### src/common/fp_cvt_pkg.sv
package fp_cvt_pkg;

   // ********************
   // operations
   // ********************
   typedef enum logic [1:0] {
      trunc_w_s = 2'd0,
      trunc_w_d = 2'd1,
      cvt_s_w   = 2'd2,
      cvt_d_w   = 2'd3
   } cvt_op_t;

   // ********************
   // format widths and biases
   // ********************
   localparam int sp_exp_w  = 8;
   localparam int sp_frac_w = 23;
   localparam int sp_bias   = 127;

   localparam int dp_exp_w  = 11;
   localparam int dp_frac_w = 52;
   localparam int dp_bias   = 1023;

   localparam int uexp_w = 12;     // unbiased exponent, signed, both formats
   localparam int mant_w = 53;     // hidden bit plus double fraction

   localparam logic [31:0] int_max = 32'h7fffffff;

   // positions in the flags output
   localparam int flag_invalid = 0;
   localparam int flag_inexact = 1;

   // one operand word, read as a double or as a single in the low half
   typedef union packed {
      struct packed {
         logic                 sign;
         logic [dp_exp_w-1:0]  exp;
         logic [dp_frac_w-1:0] frac;
      } d;
      struct packed {
         logic [31:0]          unused;
         logic                 sign;
         logic [sp_exp_w-1:0]  exp;
         logic [sp_frac_w-1:0] frac;
      } s;
   } fp_operand_t;

endpackage

### src/fp_trunc/fp_unpack.sv
`timescale 1ns/100ps

module fp_unpack (
   input  logic                                 clk,
   input  logic                                 reset,
   input  logic                                 en,
   input  fp_cvt_pkg::cvt_op_t                  op,
   input  fp_cvt_pkg::fp_operand_t              operand,
   output logic                                 valid_1,
   output fp_cvt_pkg::cvt_op_t                  op_1,
   output logic                                 sign_1,
   output logic signed [fp_cvt_pkg::uexp_w-1:0] exp_1,
   output logic [fp_cvt_pkg::mant_w-1:0]        mant_1,
   output logic                                 is_zero_1,
   output logic                                 is_special_1,
   output logic [31:0]                          int_1
);

   logic                                 f_sign;
   logic signed [fp_cvt_pkg::uexp_w-1:0] f_uexp;
   logic [fp_cvt_pkg::dp_frac_w-1:0]     f_frac;     // left aligned
   logic                                 exp_zero;
   logic                                 exp_ones;

   // ********************
   // field decode
   // ********************
   always_comb
   begin
      if (op == fp_cvt_pkg::trunc_w_d)
      begin
         f_sign   = operand.d.sign;
         f_frac   = operand.d.frac;
         exp_zero = (operand.d.exp == '0);
         exp_ones = &operand.d.exp;
         f_uexp   = fp_cvt_pkg::uexp_w'({1'b0, operand.d.exp})
                    - fp_cvt_pkg::uexp_w'(fp_cvt_pkg::dp_bias);
      end
      else
      begin
         // single in low half, fraction padded on the right
         f_sign   = operand.s.sign;
         f_frac   = {operand.s.frac,
                     {(fp_cvt_pkg::dp_frac_w - fp_cvt_pkg::sp_frac_w){1'b0}}};
         exp_zero = (operand.s.exp == '0);
         exp_ones = &operand.s.exp;
         f_uexp   = fp_cvt_pkg::uexp_w'(operand.s.exp)
                    - fp_cvt_pkg::uexp_w'(fp_cvt_pkg::sp_bias);
      end
   end

   // ********************
   // stage 1 registers
   // ********************
   always_ff @(posedge clk)
   begin
      if (reset)
         valid_1 <= 1'b0;
      else
         valid_1 <= en;
   end

   always_ff @(posedge clk)
   begin
      op_1         <= op;
      sign_1       <= f_sign;
      exp_1        <= f_uexp;
      mant_1       <= {~exp_zero, f_frac};   // subnormals flush to zero
      is_zero_1    <= exp_zero;
      is_special_1 <= exp_ones;               // inf or nan
      int_1        <= operand[31:0];
   end

endmodule

### src/fp_trunc/fp_trunc_to_int32.sv
`timescale 1ns/100ps

module fp_trunc_to_int32 (
   input  logic                                 clk,
   input  logic                                 reset,
   input  logic                                 valid_1,
   input  fp_cvt_pkg::cvt_op_t                  op_1,
   input  logic                                 sign_1,
   input  logic signed [fp_cvt_pkg::uexp_w-1:0] exp_1,
   input  logic [fp_cvt_pkg::mant_w-1:0]        mant_1,
   input  logic                                 is_zero_1,
   input  logic                                 is_special_1,
   output logic                                 valid_2,
   output fp_cvt_pkg::cvt_op_t                  op_2,
   output logic [31:0]                          trunc_2,
   output logic                                 trunc_invalid_2,
   output logic                                 trunc_inexact_2
);

   logic                                 exp_neg;
   logic                                 too_big;
   logic [5:0]                           shift_dist;
   logic [fp_cvt_pkg::mant_w+31:0]       mant_pad;
   logic [fp_cvt_pkg::mant_w+31:0]       mant_shift;
   logic [31:0]                          t_mag;
   logic [31:0]                          t_int;
   logic                                 t_invalid;
   logic                                 t_inexact;

   always_comb
   begin
      exp_neg = exp_1[fp_cvt_pkg::uexp_w-1];   // magnitude below one
      too_big = !exp_neg && (exp_1 >= 31);

      // integer part lands in the top 32 bits after the shift
      mant_pad   = {32'd0, mant_1};
      shift_dist = {1'b0, exp_1[4:0]} + 6'd1;
      mant_shift = mant_pad << shift_dist;

      t_mag     = mant_shift[fp_cvt_pkg::mant_w+31:fp_cvt_pkg::mant_w];
      t_int     = '0;
      t_invalid = 1'b0;
      t_inexact = 1'b0;

      if (is_special_1 || too_big)
      begin
         t_int     = fp_cvt_pkg::int_max;
         t_invalid = 1'b1;
      end
      else if (is_zero_1)
      begin
         t_int = '0;
      end
      else if (exp_neg)
      begin
         t_int     = '0;
         t_inexact = 1'b1;   // whole value is fraction
      end
      else
      begin
         t_int     = sign_1 ? (~t_mag + 32'd1) : t_mag;
         t_inexact = |mant_shift[fp_cvt_pkg::mant_w-1:0];
      end
   end

   // ********************
   // stage 2 registers
   // ********************
   always_ff @(posedge clk)
   begin
      if (reset)
         valid_2 <= 1'b0;
      else
         valid_2 <= valid_1;
   end

   always_ff @(posedge clk)
   begin
      op_2            <= op_1;
      trunc_2         <= t_int;
      trunc_invalid_2 <= t_invalid;
      trunc_inexact_2 <= t_inexact;
   end

endmodule

### src/fp_trunc/int32_to_fp.sv
`timescale 1ns/100ps

module int32_to_fp (
   input  logic                clk,
   input  logic                reset,
   input  fp_cvt_pkg::cvt_op_t op_1,
   input  logic [31:0]         int_1,
   output logic [63:0]         fp_2,
   output logic                fp_inexact_2
);

   logic                                sign;
   logic [31:0]                         mag;
   logic                                is_zero;
   logic [4:0]                          lead;      // position of leading one
   logic [31:0]                         norm;

   logic [fp_cvt_pkg::dp_exp_w-1:0]     d_exp;
   logic [fp_cvt_pkg::dp_frac_w-1:0]    d_frac;

   logic [fp_cvt_pkg::sp_frac_w-1:0]    s_trunc;
   logic                                s_guard;
   logic                                s_sticky;
   logic                                s_round_up;
   logic [fp_cvt_pkg::sp_frac_w:0]      s_sum;
   logic [fp_cvt_pkg::sp_exp_w-1:0]     s_exp;
   logic [fp_cvt_pkg::sp_frac_w-1:0]    s_frac;
   logic                                s_lost;

   // ********************
   // magnitude and normalize
   // ********************
   always_comb
   begin
      sign    = int_1[31];
      mag     = sign ? (~int_1 + 32'd1) : int_1;   // 80000000 stays as is
      is_zero = (int_1 == '0);

      lead = '0;
      for (int i = 0; i < 32; i++)
      begin
         if (mag[i])
            lead = 5'(i);
      end

      norm = mag << (5'd31 - lead);   // leading one at bit 31
   end

   // double holds every int32 exactly
   always_comb
   begin
      d_exp  = fp_cvt_pkg::dp_exp_w'(lead) + fp_cvt_pkg::dp_exp_w'(fp_cvt_pkg::dp_bias);
      d_frac = {norm[30:0], {(fp_cvt_pkg::dp_frac_w - 31){1'b0}}};
      if (is_zero)
      begin
         d_exp  = '0;
         d_frac = '0;
      end
   end

   // single rounds to nearest even
   always_comb
   begin
      s_trunc    = norm[30:8];
      s_guard    = norm[7];
      s_sticky   = |norm[6:0];
      s_round_up = s_guard && (s_sticky || s_trunc[0]);
      s_sum      = {1'b0, s_trunc} + {{fp_cvt_pkg::sp_frac_w{1'b0}}, s_round_up};
      s_frac     = s_sum[fp_cvt_pkg::sp_frac_w-1:0];   // wraps to zero on carry
      s_exp      = fp_cvt_pkg::sp_exp_w'(lead)
                   + fp_cvt_pkg::sp_exp_w'(fp_cvt_pkg::sp_bias)
                   + fp_cvt_pkg::sp_exp_w'(s_sum[fp_cvt_pkg::sp_frac_w]);
      s_lost     = s_guard || s_sticky;
      if (is_zero)
      begin
         s_exp  = '0;
         s_frac = '0;
         s_lost = 1'b0;
      end
   end

   // ********************
   // stage 2 registers
   // ********************
   always_ff @(posedge clk)
   begin
      if (op_1 == fp_cvt_pkg::cvt_d_w)
         fp_2 <= {sign, d_exp, d_frac};
      else
         fp_2 <= {32'd0, sign, s_exp, s_frac};
   end

   always_ff @(posedge clk)
   begin
      if (reset)
         fp_inexact_2 <= 1'b0;
      else
         fp_inexact_2 <= (op_1 == fp_cvt_pkg::cvt_s_w) && s_lost;
   end

endmodule

### src/fp_cvt_result.sv
`timescale 1ns/100ps

module fp_cvt_result (
   input  logic                clk,
   input  logic                reset,
   input  logic                valid_2,
   input  fp_cvt_pkg::cvt_op_t op_2,
   input  logic [31:0]         trunc_2,
   input  logic                trunc_invalid_2,
   input  logic                trunc_inexact_2,
   input  logic [63:0]         fp_2,
   input  logic                fp_inexact_2,
   output logic                valid,
   output logic [63:0]         result,
   output logic [1:0]          flags
);

   logic [63:0] next_result;
   logic [1:0]  next_flags;

   always_comb
   begin
      next_flags = '0;
      case (op_2)
         fp_cvt_pkg::trunc_w_s,
         fp_cvt_pkg::trunc_w_d:
         begin
            next_result                          = {32'd0, trunc_2};
            next_flags[fp_cvt_pkg::flag_invalid] = trunc_invalid_2;
            next_flags[fp_cvt_pkg::flag_inexact] = trunc_inexact_2;
         end
         default:
         begin
            // int to fp never raises invalid
            next_result                          = fp_2;
            next_flags[fp_cvt_pkg::flag_inexact] = fp_inexact_2;
         end
      endcase
   end

   // ********************
   // output registers
   // ********************
   always_ff @(posedge clk)
   begin
      if (reset)
         valid <= 1'b0;
      else
         valid <= valid_2;
   end

   always_ff @(posedge clk)
   begin
      result <= next_result;
      flags  <= next_flags;
   end

endmodule

### src/fp_cvt_unit.sv
`timescale 1ns/100ps

module fp_cvt_unit (
   input  logic                    clk,
   input  logic                    reset,
   input  logic                    en,
   input  fp_cvt_pkg::cvt_op_t     op,
   input  fp_cvt_pkg::fp_operand_t operand,
   output logic                    valid,
   output logic [63:0]             result,
   output logic [1:0]              flags
);

   // stage 1
   logic                                 valid_1;
   fp_cvt_pkg::cvt_op_t                  op_1;
   logic                                 sign_1;
   logic signed [fp_cvt_pkg::uexp_w-1:0] exp_1;
   logic [fp_cvt_pkg::mant_w-1:0]        mant_1;
   logic                                 is_zero_1;
   logic                                 is_special_1;
   logic [31:0]                          int_1;

   // stage 2
   logic                                 valid_2;
   fp_cvt_pkg::cvt_op_t                  op_2;
   logic [31:0]                          trunc_2;
   logic                                 trunc_invalid_2;
   logic                                 trunc_inexact_2;
   logic [63:0]                          fp_2;
   logic                                 fp_inexact_2;

   fp_unpack fp_unpack_inst (
      .clk          (clk),
      .reset        (reset),
      .en           (en),
      .op           (op),
      .operand      (operand),
      .valid_1      (valid_1),
      .op_1         (op_1),
      .sign_1       (sign_1),
      .exp_1        (exp_1),
      .mant_1       (mant_1),
      .is_zero_1    (is_zero_1),
      .is_special_1 (is_special_1),
      .int_1        (int_1)
   );

   fp_trunc_to_int32 fp_trunc_to_int32_inst (
      .clk             (clk),
      .reset           (reset),
      .valid_1         (valid_1),
      .op_1            (op_1),
      .sign_1          (sign_1),
      .exp_1           (exp_1),
      .mant_1          (mant_1),
      .is_zero_1       (is_zero_1),
      .is_special_1    (is_special_1),
      .valid_2         (valid_2),
      .op_2            (op_2),
      .trunc_2         (trunc_2),
      .trunc_invalid_2 (trunc_invalid_2),
      .trunc_inexact_2 (trunc_inexact_2)
   );

   int32_to_fp int32_to_fp_inst (
      .clk          (clk),
      .reset        (reset),
      .op_1         (op_1),
      .int_1        (int_1),
      .fp_2         (fp_2),
      .fp_inexact_2 (fp_inexact_2)
   );

   fp_cvt_result fp_cvt_result_inst (
      .clk             (clk),
      .reset           (reset),
      .valid_2         (valid_2),
      .op_2            (op_2),
      .trunc_2         (trunc_2),
      .trunc_invalid_2 (trunc_invalid_2),
      .trunc_inexact_2 (trunc_inexact_2),
      .fp_2            (fp_2),
      .fp_inexact_2    (fp_inexact_2),
      .valid           (valid),
      .result          (result),
      .flags           (flags)
   );

endmodule

### config.mk
export PLATFORM = sky130hd
export DESIGN_NAME = fp_cvt_unit
export DESIGN_NICKNAME = d
export VERILOG_FILES = /design/src/common/fp_cvt_pkg.sv /design/src/fp_trunc/fp_unpack.sv /design/src/fp_trunc/fp_trunc_to_int32.sv /design/src/fp_trunc/int32_to_fp.sv /design/src/fp_cvt_result.sv /design/src/fp_cvt_unit.sv
export SDC_FILE = /design/constraint.sdc
export NUM_CORES = 1
export LEC_CHECK = 0
export BUFFER_PORTS_ARGS = -buffer_cell sky130_fd_sc_hd__buf_4
export CAP_MARGIN = 10
export CORE_MARGIN = 10
export CORE_UTILIZATION = 45
export DETAILED_ROUTE_END_ITERATION = 8
export GPL_TIMING_DRIVEN = 0
export PLACE_DENSITY = 0.73
export SYNTH_ARGS = -nofsm -noshare
export SYNTH_HDL_FRONTEND = slang
export SYNTH_SLANG_ARGS = --single-unit
### constraint.sdc
create_clock -name clk -period 7.5 [get_ports clk]
set_input_delay 0.75 -clock clk [delete_from_list [all_inputs] [get_ports clk]]
set_output_delay 0.75 -clock clk [all_outputs]
set_load 0.02 [all_outputs]
Word-level counts from Yosys, hierarchy flattened
Cells that the tools add are included.

cells by class
  reductions and logical operators = 19
  shifts and indexed selects = 2
  equality and inequality tests = 4
  multiplexer cells = 49
  add/sub/neg operators = 10
  bitwise logic cells = 4
  $lt $le $gt $ge = 1

operator list
  operator                                                            count
  2-to-1 mux 32 bit                                                   5
  left shift 53 x 6 -> 85 bit                                         1
  2-to-1 mux 5 bit                                                    16
  adder 32 x 1 -> 32 bit, second input constant                       2
  NOT 32 bit                                                          2
  2-to-1 mux 31 bit                                                   2
  OR reduction 53 bit                                                 1
  2-to-1 mux 52 bit                                                   1
  zero test 32 bit                                                    1
  2-to-1 mux 4 bit                                                    8
  left shift 32 x 5 -> 31 bit                                         1
  adder 23 x 1 -> 24 bit                                              1
  2-to-1 mux 23 bit                                                   1
  greater-or-equal comparator 12 x 6 -> 1 bit, second input constant  1
  2-to-1 mux 12 bit                                                   1
  2-to-1 mux 3 bit                                                    4
  subtractor 11 x 10 -> 12 bit, second input constant                 1
  adder 5 x 10 -> 11 bit, second input constant                       1
  zero test 11 bit                                                    1
  AND reduction 11 bit                                                1
  subtractor 8 x 7 -> 9 bit, second input constant                    1
  adder 5 x 7 -> 8 bit, second input constant                         1
  adder 8 x 1 -> 8 bit                                                1
  zero test 8 bit                                                     1
  16 further kinds                                                    33

storage, ports and cells
  word-level logic and storage cells = 113
  register bits = 272
  output and inout bits = 67

Logic depth before layout (Yosys ltp)
Gate-level depths: netlist of run 1.

  depth after elaboration = 43
  gate-level depth with buffers = 30
  depth with buffers taken out = 25

Cells and area by module
A second synthesis of run 1 with hierarchy kept.

unflattened totals
  cells, all modules = 2153
  area total of the unflattened synthesis = 18250.0 um^2

modules (own cells, without submodules)
  module             sequential area each (um^2)  area an instance (um^2)  cells each  instances
  int32_to_fp        1281.2                       6844.1                   932         1
  fp_trunc_to_int32  740.7                        6329.8                   784         1
  fp_unpack          2062.0                       3071.7                   296         1
  fp_cvt_result      1341.3                       2004.4                   141         1

Worst setup path after synthesis of run 1
OpenSTA, ideal clock, no wires.

  path type = flip-flop to flip-flop
  start point = register fp_unpack_inst.int_1[0]
  end point = register int32_to_fp_inst.fp_2[27]
  stages on the path, launching flop included = 29
  path slack = 1.378 ns
  arrival = 5.995 ns
  required time = 7.373 ns
  cells stage by stage = dfxtp_1 -> clkbuf_1 -> inv_1 -> ha_1 -> or4b_1 -> buf_2 -> or4_1 -> and3_1 -> a31oi_1 -> o2111ai_1 -> a31o_2 -> a21o_1 -> buf_6 -> a21oi_1 -> mux2i_1 -> a211o_1 -> a221o_1 -> a211o_1 -> or4b_1 -> clkbuf_1 -> nor2_1 -> nand4bb_1 -> ha_1 -> ha_1 -> nand2_1 -> nor3_1 -> a21o_1 -> a21oi_1 -> nor2_1

between the ends
  cells in the longest elaborated chain, start to end = 43
  elaborated cells between the ends (all ways) = 46
  those cells by class = add/sub: 5; shift: 1; mux: 35; bitwise: 1; reduce/logical: 4

RTL lines
  item                             line               source
  start, declared                  fp_unpack.sv:16    output logic [31:0] int_1
  start signal, assigned           fp_unpack.sv:71    int_1 <= operand[31:0];
  NOT 32 bit                       int32_to_fp.sv:36  mag = sign ? (~int_1 + 32'd1) : int_1;
  adder 32 x 1 -> 32 bit           int32_to_fp.sv:36
  2-to-1 mux 32 bit                int32_to_fp.sv:36
  2-to-1 mux 1 bit                 int32_to_fp.sv:42  if (mag[i])
  2-to-1 mux 2 bit (2 in series)   int32_to_fp.sv:42
  2-to-1 mux 3 bit (4 in series)   int32_to_fp.sv:42
  2-to-1 mux 4 bit (8 in series)   int32_to_fp.sv:42
  2-to-1 mux 5 bit (16 in series)  int32_to_fp.sv:42
  subtractor 5 bit                 int32_to_fp.sv:46  norm = mag << (5'd31 - lead);
  left shift 32 x 5 -> 31 bit      int32_to_fp.sv:46
  OR reduction 7 bit               int32_to_fp.sv:66  s_sticky = |norm[6:0];
  logical OR 1 bit                 int32_to_fp.sv:67  s_round_up = s_guard && (s_sticky || s_trunc[0]);
  logical AND 1 bit                int32_to_fp.sv:67
  adder 23 x 1 -> 24 bit           int32_to_fp.sv:68  s_sum = {1'b0, s_trunc} + {{fp_cvt_pkg::sp_frac_w{1'b0}}, s_round_up};
  adder 8 x 1 -> 8 bit             int32_to_fp.sv:72  + fp_cvt_pkg::sp_exp_w'(s_sum[fp_cvt_pkg::sp_frac_w]);
  2-to-1 mux 8 bit                 int32_to_fp.sv:74  if (is_zero)
  2-to-1 mux 32 bit (*)            int32_to_fp.sv:87  if (op_1 == fp_cvt_pkg::cvt_d_w)
  end signal, assigned             int32_to_fp.sv:88  fp_2 <= {sign, d_exp, d_frac};
  end signal, assigned             int32_to_fp.sv:90  fp_2 <= {32'd0, sign, s_exp, s_frac};
  end, declared                    int32_to_fp.sv:8   output logic [63:0] fp_2,

Every way passes the cells marked *; elsewhere a longest branch is shown, timed or not.
A chain may end at the register's enable or synchronous reset.

Final worst setup path of run 1
  start point = register fp_unpack_inst.int_1[0]
  end point = register int32_to_fp_inst.fp_2[22]

between the ends
  cells in the longest elaborated chain, start to end = 42
  elaborated cells between the ends (all ways) = 44
  those cells by class = add/sub: 3; shift: 1; mux: 35; bitwise: 1; reduce/logical: 4

RTL lines
  item                             line
  NOT 32 bit                       int32_to_fp.sv:36
  adder 32 x 1 -> 32 bit           int32_to_fp.sv:36
  2-to-1 mux 32 bit                int32_to_fp.sv:36
  2-to-1 mux 1 bit                 int32_to_fp.sv:42
  2-to-1 mux 2 bit (2 in series)   int32_to_fp.sv:42
  2-to-1 mux 3 bit (4 in series)   int32_to_fp.sv:42
  2-to-1 mux 4 bit (8 in series)   int32_to_fp.sv:42
  2-to-1 mux 5 bit (16 in series)  int32_to_fp.sv:42
  subtractor 5 bit                 int32_to_fp.sv:46
  left shift 32 x 5 -> 31 bit      int32_to_fp.sv:46
  OR reduction 7 bit               int32_to_fp.sv:66
  logical OR 1 bit                 int32_to_fp.sv:67
  logical AND 1 bit                int32_to_fp.sv:67
  adder 23 x 1 -> 24 bit           int32_to_fp.sv:68
  2-to-1 mux 23 bit                int32_to_fp.sv:74
  2-to-1 mux 32 bit (*)            int32_to_fp.sv:87

Marks and branches as above.

==> results of run 1 <==
[layout make-up]
cell class / count / share of cell area [%]
multi-input combinational: 1572 / 55.4
sequential: 269 / 27.5
timing repair buffer: 143 / 5.49
clock buffer: 34 / 3.79
buffer: 146 / 3.29
tap: 468 / 2.99
clock inverter: 13 / 0.997
inverter: 28 / 0.550
[worst register-to-register path, delay by kind of cell, from the launching register on]
kind | cells | cell delay, ps
DFF | 1 | 300
adders and majority gates | 2 | 470
AOI/OAI and AO/OA | 6 | 2380
buffers and inverters | 7 | 1340
and+or+nand+nor | 7 | 2250
xor gates and xnor gates | 1 | 310
[power breakdown]
group / total [mW] / internal [mW] / switching, mW
sequential: 1.67 / 1.59 / 0.0775
combinational: 1.84 / 0.672 / 1.16
clock: 1.41 / 0.843 / 0.571
total: 4.92 / 3.11 / 1.81
[logic make-up (layout without fill, tap and decap cells)]
logic type	count (synthesis)	in the layout	share of synthesized area, %
AND/OR/NAND/NOR	809	809	23.4
AO/OA/AOI/OAI	454	454	17.7
flip-flops	269	269	32.2
multiplexers	198	198	16.2
buffers and inverters	175	364	4.45
XOR/XNOR	99	99	5.22
adder cells (fa/ha/maj)	12	12	0.896
[sequential cells by signal, indices dropped and copies added (netlist names), 2 cells and up]
name / flops
fp_cvt_result_inst.result: 63
fp_unpack_inst.exp_1: 12
int32_to_fp_inst.fp_2: 63
fp_cvt_result_inst.flags: 2
fp_unpack_inst.int_1: 32
fp_unpack_inst.mant_1: 53
fp_unpack_inst.op_1: 2
fp_trunc_to_int32_inst.trunc_2: 32
[cell usage in the layout (no fill, tap or decap), types with 8 or more instances in the layout]
| master | synthesis | routed |
|---|---|---|
| buf_1 | 21 | 19 |
| clkbuf_1 | 89 | 87 |
| nand2_1 | 269 | 269 |
| and3_1 | 21 | 21 |
| o31ai_1 | 20 | 17 |
| a211oi_1 | 29 | 29 |
| clkbuf_16 | 0 | 27 |
| ha_1 | 12 | 11 |
| mux2_2 | 59 | 59 |
| a21oi_1 | 81 | 80 |
| buf_2 | 26 | 25 |
| and2_1 | 71 | 71 |
| buf_4 | 6 | 149 |
| xnor2_1 | 42 | 38 |
| nor4_1 | 19 | 19 |
| dfxtp_1 | 269 | 269 |
| or3_1 | 26 | 26 |
| o22ai_1 | 19 | 17 |
| nor2b_1 | 19 | 18 |
| a31oi_1 | 19 | 19 |
| nand2b_1 | 21 | 21 |
| o41ai_1 | 8 | 8 |
| mux2i_1 | 86 | 80 |
| mux4_2 | 52 | 52 |
| nand3_1 | 58 | 58 |
| xor2_1 | 56 | 53 |
| nor3_1 | 43 | 42 |
| nand4_1 | 21 | 21 |
| inv_1 | 24 | 23 |
| o21ai_0 | 140 | 136 |
| or2_2 | 13 | 13 |
| o211ai_1 | 18 | 18 |
| a211o_1 | 8 | 8 |
| a221oi_1 | 9 | 8 |
| a22oi_1 | 10 | 10 |
| nor2_1 | 185 | 184 |
[metrics by stage]
| step | instances | hold WS [ps] |
|---|---|---|
| 6_report | 2673 | 308 |
| 5_1_grt | 2673 | 291 |
| 4_1_cts | 2665 | 290 |
| 3_5_place_dp | 2618 | 415 |
| 3_3_place_gp | 2618 | 407 |
| 2_1_floorplan | 2016 | 355 |
[metal layers]
| layer | part of all wire (%) | global-route usage, % | vias to the layer above |
|---|---|---|---|
| met4 | 3.4 | 9.55 | 0 |
| met5 | 0 | 1.03 | - |
| met3 | 8.7 | 4.16 | 125 |
| li1 | - | - | 7631 |
| met2 | 45 | 43.6 | 961 |
| met1 | 43 | 38.7 | 7930 |
[what timing repair did]
action,4_1_cts,5_1_grt
resized for setup,13,45
hold buffers,0,0
setup buffers,0,9
pin swaps,0,5
cloned,0,0
endpoints found under the setup margin,8,11
[final timing paths]
check / cells past startpoint / slack [ps] / start / to
setup / recovery: 23 / 310 / fp_unpack_inst.int_1[0] / int32_to_fp_inst.fp_2[22]
hold reg to reg: 0 / 430 / fp_unpack_inst.op_1[1] / fp_trunc_to_int32_inst.op_2[1]
setup reg to reg: 23 / 310 / fp_unpack_inst.int_1[0] / int32_to_fp_inst.fp_2[22]
hold / removal: 1 / 310 / operand[21] / fp_unpack_inst.int_1[21]
==> run_results.csv, run 1 <==
group,metric,value,unit
logic_synthesis,synth.distinct_cells,98,
run_status,status,"finished, final reports clean",
logic_synthesis,ys_ff_latch,269,
timing,fin_crit,7190,ps
floorplan,die_area,45300,um^2
worst_setup_path,worst-path-buf-inv,7,
routing,via_count,16600,
worst_setup_path,critical_path_arrival,7620,ps
worst_setup_path,critPathLaunchType,"flop",
logic_synthesis,synth_cells,2016,
pwr,peakVddDrop,0.000175,V
routing,dr.pass1.iters,8,
grt,grt_pass1_vias,15700,
worst_setup_path,max_stage_delay,1120,ps
placed_design,gp_congestion,1.08,
pwr,power,4.92,mW
routing,drc,0,
clock_network,numClockSinks,269,
timing,fin_ws,306,ps
logic_synthesis,synth_area,16700,um^2
pwr,powerDensity,251,nW/um^2
worst_setup_path,slowest_stage,"o41ai_1",
timing,finalCritPeriodShare,95.9,%
layout,multi_input_area,10800,um^2
logic_synthesis,synth_edf_count,0,
placed_design,pre_cts_ws,-521,ps
timing,final_hold_viol_count,0,
timing,finalSetupViolations,0,
pwr,p_leak,7.89,nW
logic_synthesis,synth_commonest_cells,"269 x dfxtp_1, 269 x nand2_1, 185 x nor2_1, 140 x o21ai_0, 89 x clkbuf_1",
clock_network,clockBufferDepth,3,
grt,grt_pass1_wl,98100,um
logic_synthesis,yosysTopAreaCellShare,32.2,%
timing,maxSlewHeadroom,16.3,%
layout,diodes,0,
worst_setup_path,crit_fanout,11,
timing,fmaxAchievable,139,MHz
layout,final_design_area_no_fill,19600,um^2
clock_network,cts_buffers,27,
worst_setup_path,cp-end-kind,"flop",
placed_design,port_buffers,134,
floorplan,die_w,213,um
logic_synthesis,yosys.area.top_type,"dfxtp_1",
clock_network,cts_tree,"yes",
placed_design,place_area,18300,um^2
worst_setup_path,cp_top_family,"compound AO/OA/AOI/OAI gates",
layout,syn_to_final_growth,16.8,%
clock_network,path_clk_slew,70,ps
routing,postRouteAntennaNets,0,
layout,final_core_util,53.3,%
worst_setup_path,crit_required,7920,ps
layout,fin_nets,2268,
placed_design,hpwlAfterDp,52400,um
grt,grt_overflow,0,
timing,worst_slew_pin_slew,1240,ps
grt,antenna_found_initial,1,
logic_synthesis,async_flop_share,0,%
logic_synthesis,avgSynthCellArea,8.31,um^2
routing,route.detailed.vias_per_inst,6.23,
layout,drive_above_1_share,18.9,%
run,maxCapViolations,0,
logic_synthesis,syn_nets,2097,
timing,fin_skew,20.8,ps
timing,tns,0,ps
logic_synthesis,seq_area_frac_synth,32.2,%
floorplan,initial_core_util,45.6,%
clock_network,cts.root.buffer_cell,"clkbuf_16",
routing,wirelength,65200,um
routing,wl_per_cell,24.4,um
timing,drv_slew,0,
clock_network,clock_latency,560,ps
logic_synthesis,synth_flop_cell,"dfxtp_1",
logic_synthesis,netlist_top_cells_area,"dfxtp_1 32%, mux4_2 7.0%, nand2_1 6.0%",
floorplan,core,36700,um^2
grt,grt_max_degree,15,
grt,grtUsageTotal,28.0,%
floorplan,rows,70,
logic_synthesis,yosys_warnings,0,
min_path,hold_path_class,"input port to flop",
worst_setup_path,crit_chain,"clkbuf_2, inv_2, ha_2, or4b_1, buf_2, o41ai_4, xor2_2, nand2_1, o2111ai_1, a31o_2, a21o_1, buf_6, inv_4, buf_4, buf_2, o41ai_1, nor2b_1, ha_1, nand4_1, nor4_4, or4b_1, or3_1, a31o_1",
floorplan,ioPinCount,136,
layout,seq_area,5390,um^2
floorplan,chipHeight,213,um
clock_network,htreeDepth,1,
layout,fillers,3438,
routing,drt_iter0_markers,2073,
worst_setup_path,critPathKind,"flop to flop",
(Power assumes the default switching activity.)
==> run 2: changes to the inputs <==
Settings changed: SYNTH_HIERARCHICAL from default to 1.
==> run 2 against run 1 <==
Via count increased by 11%; critical path depth unchanged; clock-buffer cell count increased by 2; cell count increased by 7.4%; highest routed layer unchanged.
==> run_results.csv, run 2 <==
group,metric,value,unit
min_path,hold_path_class,"input port to flop",
pwr,peakVddDrop,0.000186,V
routing,drt_iter0_markers,2099,
clock_network,holdBufCountCts,0,
floorplan,die_area,49000,um^2
timing,finalSetupViolations,0,
placed_design,place_area,19900,um^2
timing,fin_skew,15.9,ps
clock_network,cts_tree,"yes",
layout,drive_above_1_share,21.4,%
routing,drc,0,
routing,postRouteAntennaNets,0,
logic_synthesis,syn_nets,2233,
floorplan,rows,73,
routing,via_count,18500,
timing,worst_slew_pin_slew,1100,ps
worst_setup_path,crit_required,7900,ps
layout,top_register,"fp_cvt_result_inst/result",
clock_network,cts.root.buffer_cell,"clkbuf_16",
timing,finalCritPeriodShare,97.7,%
timing,fin_crit,7330,ps
clock_network,numClockSinks,270,
worst_setup_path,critPathKind,"flop to flop",
placed_design,hpwlAfterDp,62800,um
grt,antenna_found_initial,2,
layout,fin_nets,2407,
pwr,powerDensity,252,nW/um^2
timing,maxSlewHeadroom,25.6,%
clock_network,htreeDepth,1,
worst_setup_path,crit_fanout,10,
placed_design,port_buffers,135,
routing,wirelength,78100,um
timing,fin_ws,169,ps
pwr,p_leak,8.45,nW
layout,final_core_util,52.9,%
routing,wl_per_cell,27.2,um
logic_synthesis,synth_cells,2152,
worst_setup_path,max_stage_delay,560,ps
layout,syn_to_final_growth,15.8,%
timing,final_hold_viol_count,0,
placed_design,pre_cts_ws,-308,ps
logic_synthesis,synth_area,18200,um^2
clock_network,cts_buffers,27,
worst_setup_path,slowest_stage,"or4_1",
grt,grt_pass1_wl,116000,um
timing,drv_slew,0,
pwr,power,5.31,mW
floorplan,core,39900,um^2
worst_setup_path,r2r-start,"fp_unpack_inst/int_1[6]",
worst_setup_path,crit_chain,"buf_6, or4_4, buf_6, or4_4, buf_6, or4_1, nand3_1, a21boi_2, and3_1, or2_1, o21ai_0, o21a_1, mux2i_1, o221a_2, nand4_4, nor4_4, nand2_2, or4_1, ha_1, ha_1, a311o_1, a21oi_1, nor2_1",
layout,mostFrequentLayoutCells,"270 x dfxtp_1, 214 x nand2_1, 177 x nor2_1",
layout,largest_reg_flops,64,
floorplan,die_w,221,um
layout,mostFrequentLayoutCell,"dfxtp_1",
routing,route.detailed.vias_per_inst,6.44,
run_status,status,"finished, final reports clean",
placed_design,gp_congestion,1.02,
routing,dr.pass1.iters,6,
layout,top_regs,"fp_cvt_result_inst/result: 64 flops, int32_to_fp_inst/fp_2: 63 flops, fp_unpack_inst/mant_1: 53 flops",
logic_synthesis,avgSynthCellArea,8.47,um^2
worst_setup_path,startpoint,"fp_unpack_inst/int_1[6]",
clock_network,clock_latency,560,ps
layout,final_design_area_no_fill,21100,um^2
logic_synthesis,yosys_warnings,6,
worst_setup_path,cp-end-kind,"flop",
grt,grt_max_degree,15,
grt,grtUsageTotal,30.2,%
worst_setup_path,critPathLaunchType,"flop",
run,maxCapViolations,0,
floorplan,ioPinCount,136,
min_path,min_from,"operand[31]",
grt,grt_pass1_vias,17900,
floorplan,initial_core_util,45.7,%
worst_setup_path,crit_top_cell,"buf_6",
clock_network,clockBufferDepth,3,
grt,grt_overflow,0,
floorplan,chipHeight,221,um
timing,fmaxAchievable,136,MHz
clock_network,path_clk_slew,60,ps
worst_setup_path,critical_path_arrival,7740,ps
timing,tns,0,ps
==> run 2: final cells by class <==
| class | count | area, um^2 |
|---|---|---|
| fill | 3712 | 18800 |
| multi-input combinational | 1704 | 12100 |
| sequential | 270 | 5410 |
| timing repair buffer | 145 | 1090 |
| buffer | 151 | 815 |
| clock buffer | 36 | 769 |
| tap | 525 | 657 |
| clock inverter | 12 | 170 |
| inverter | 27 | 103 |
| antenna | 1 | 2.50 |
==> run 2: power breakdown <==
| group | leakage (nW) | internal, mW | switching, mW |
|---|---|---|---|
| Combinational | 5.75 | 0.789 | 1.47 |
| Clock | 0.459 | 0.829 | 0.555 |
| Sequential | 2.25 | 1.59 | 0.0781 |
| Total | 8.45 | 3.21 | 2.10 |
==> run 2: final timing paths <==
kind | cells past startpoint | endpoint | slack [ps]
min reg2reg | 0 | fp_trunc_to_int32_inst/op_2[1] | 390
min | 1 | fp_unpack_inst/int_1[31] | 310
max | 23 | int32_to_fp_inst/fp_2[27] | 170
max reg2reg | 23 | int32_to_fp_inst/fp_2[27] | 170
==> run 2: what timing repair did <==
item	4_1_cts	5_1_grt
setup buffers	1	9
pin swaps	2	4
resized for setup	7	36
gates cloned	0	0
setup endpoints to repair	2	8
==> run 2: stage by stage <==
step / instances / hold slack (ps)
after floorplan: 2152 / 360
after global placement: 2812 / 373
after detailed placement: 2812 / 376
after CTS: 2861 / 293
after global routing: 2870 / 291
final: 2871 / 308
==> run 2: layer usage <==
metal	up-vias	track usage (%)	wire length (um)
li1	8335	-	-
met1	8929	39.4	33000
met2	1052	47.8	35000
met3	182	6.29	7020
met4	0	11.6	3090
met5	-	0	0
==> run 2: worst max-delay path, delay by kind of cell (launching register included) <==
kind,cells,cell delay [ps]
buffers and inverters,3,470
AOI/OAI and AO/OA,6,1740
muxes,1,370
adders and majority gates,2,470
and+or+nand+nor,11,3810
DFF,1,310
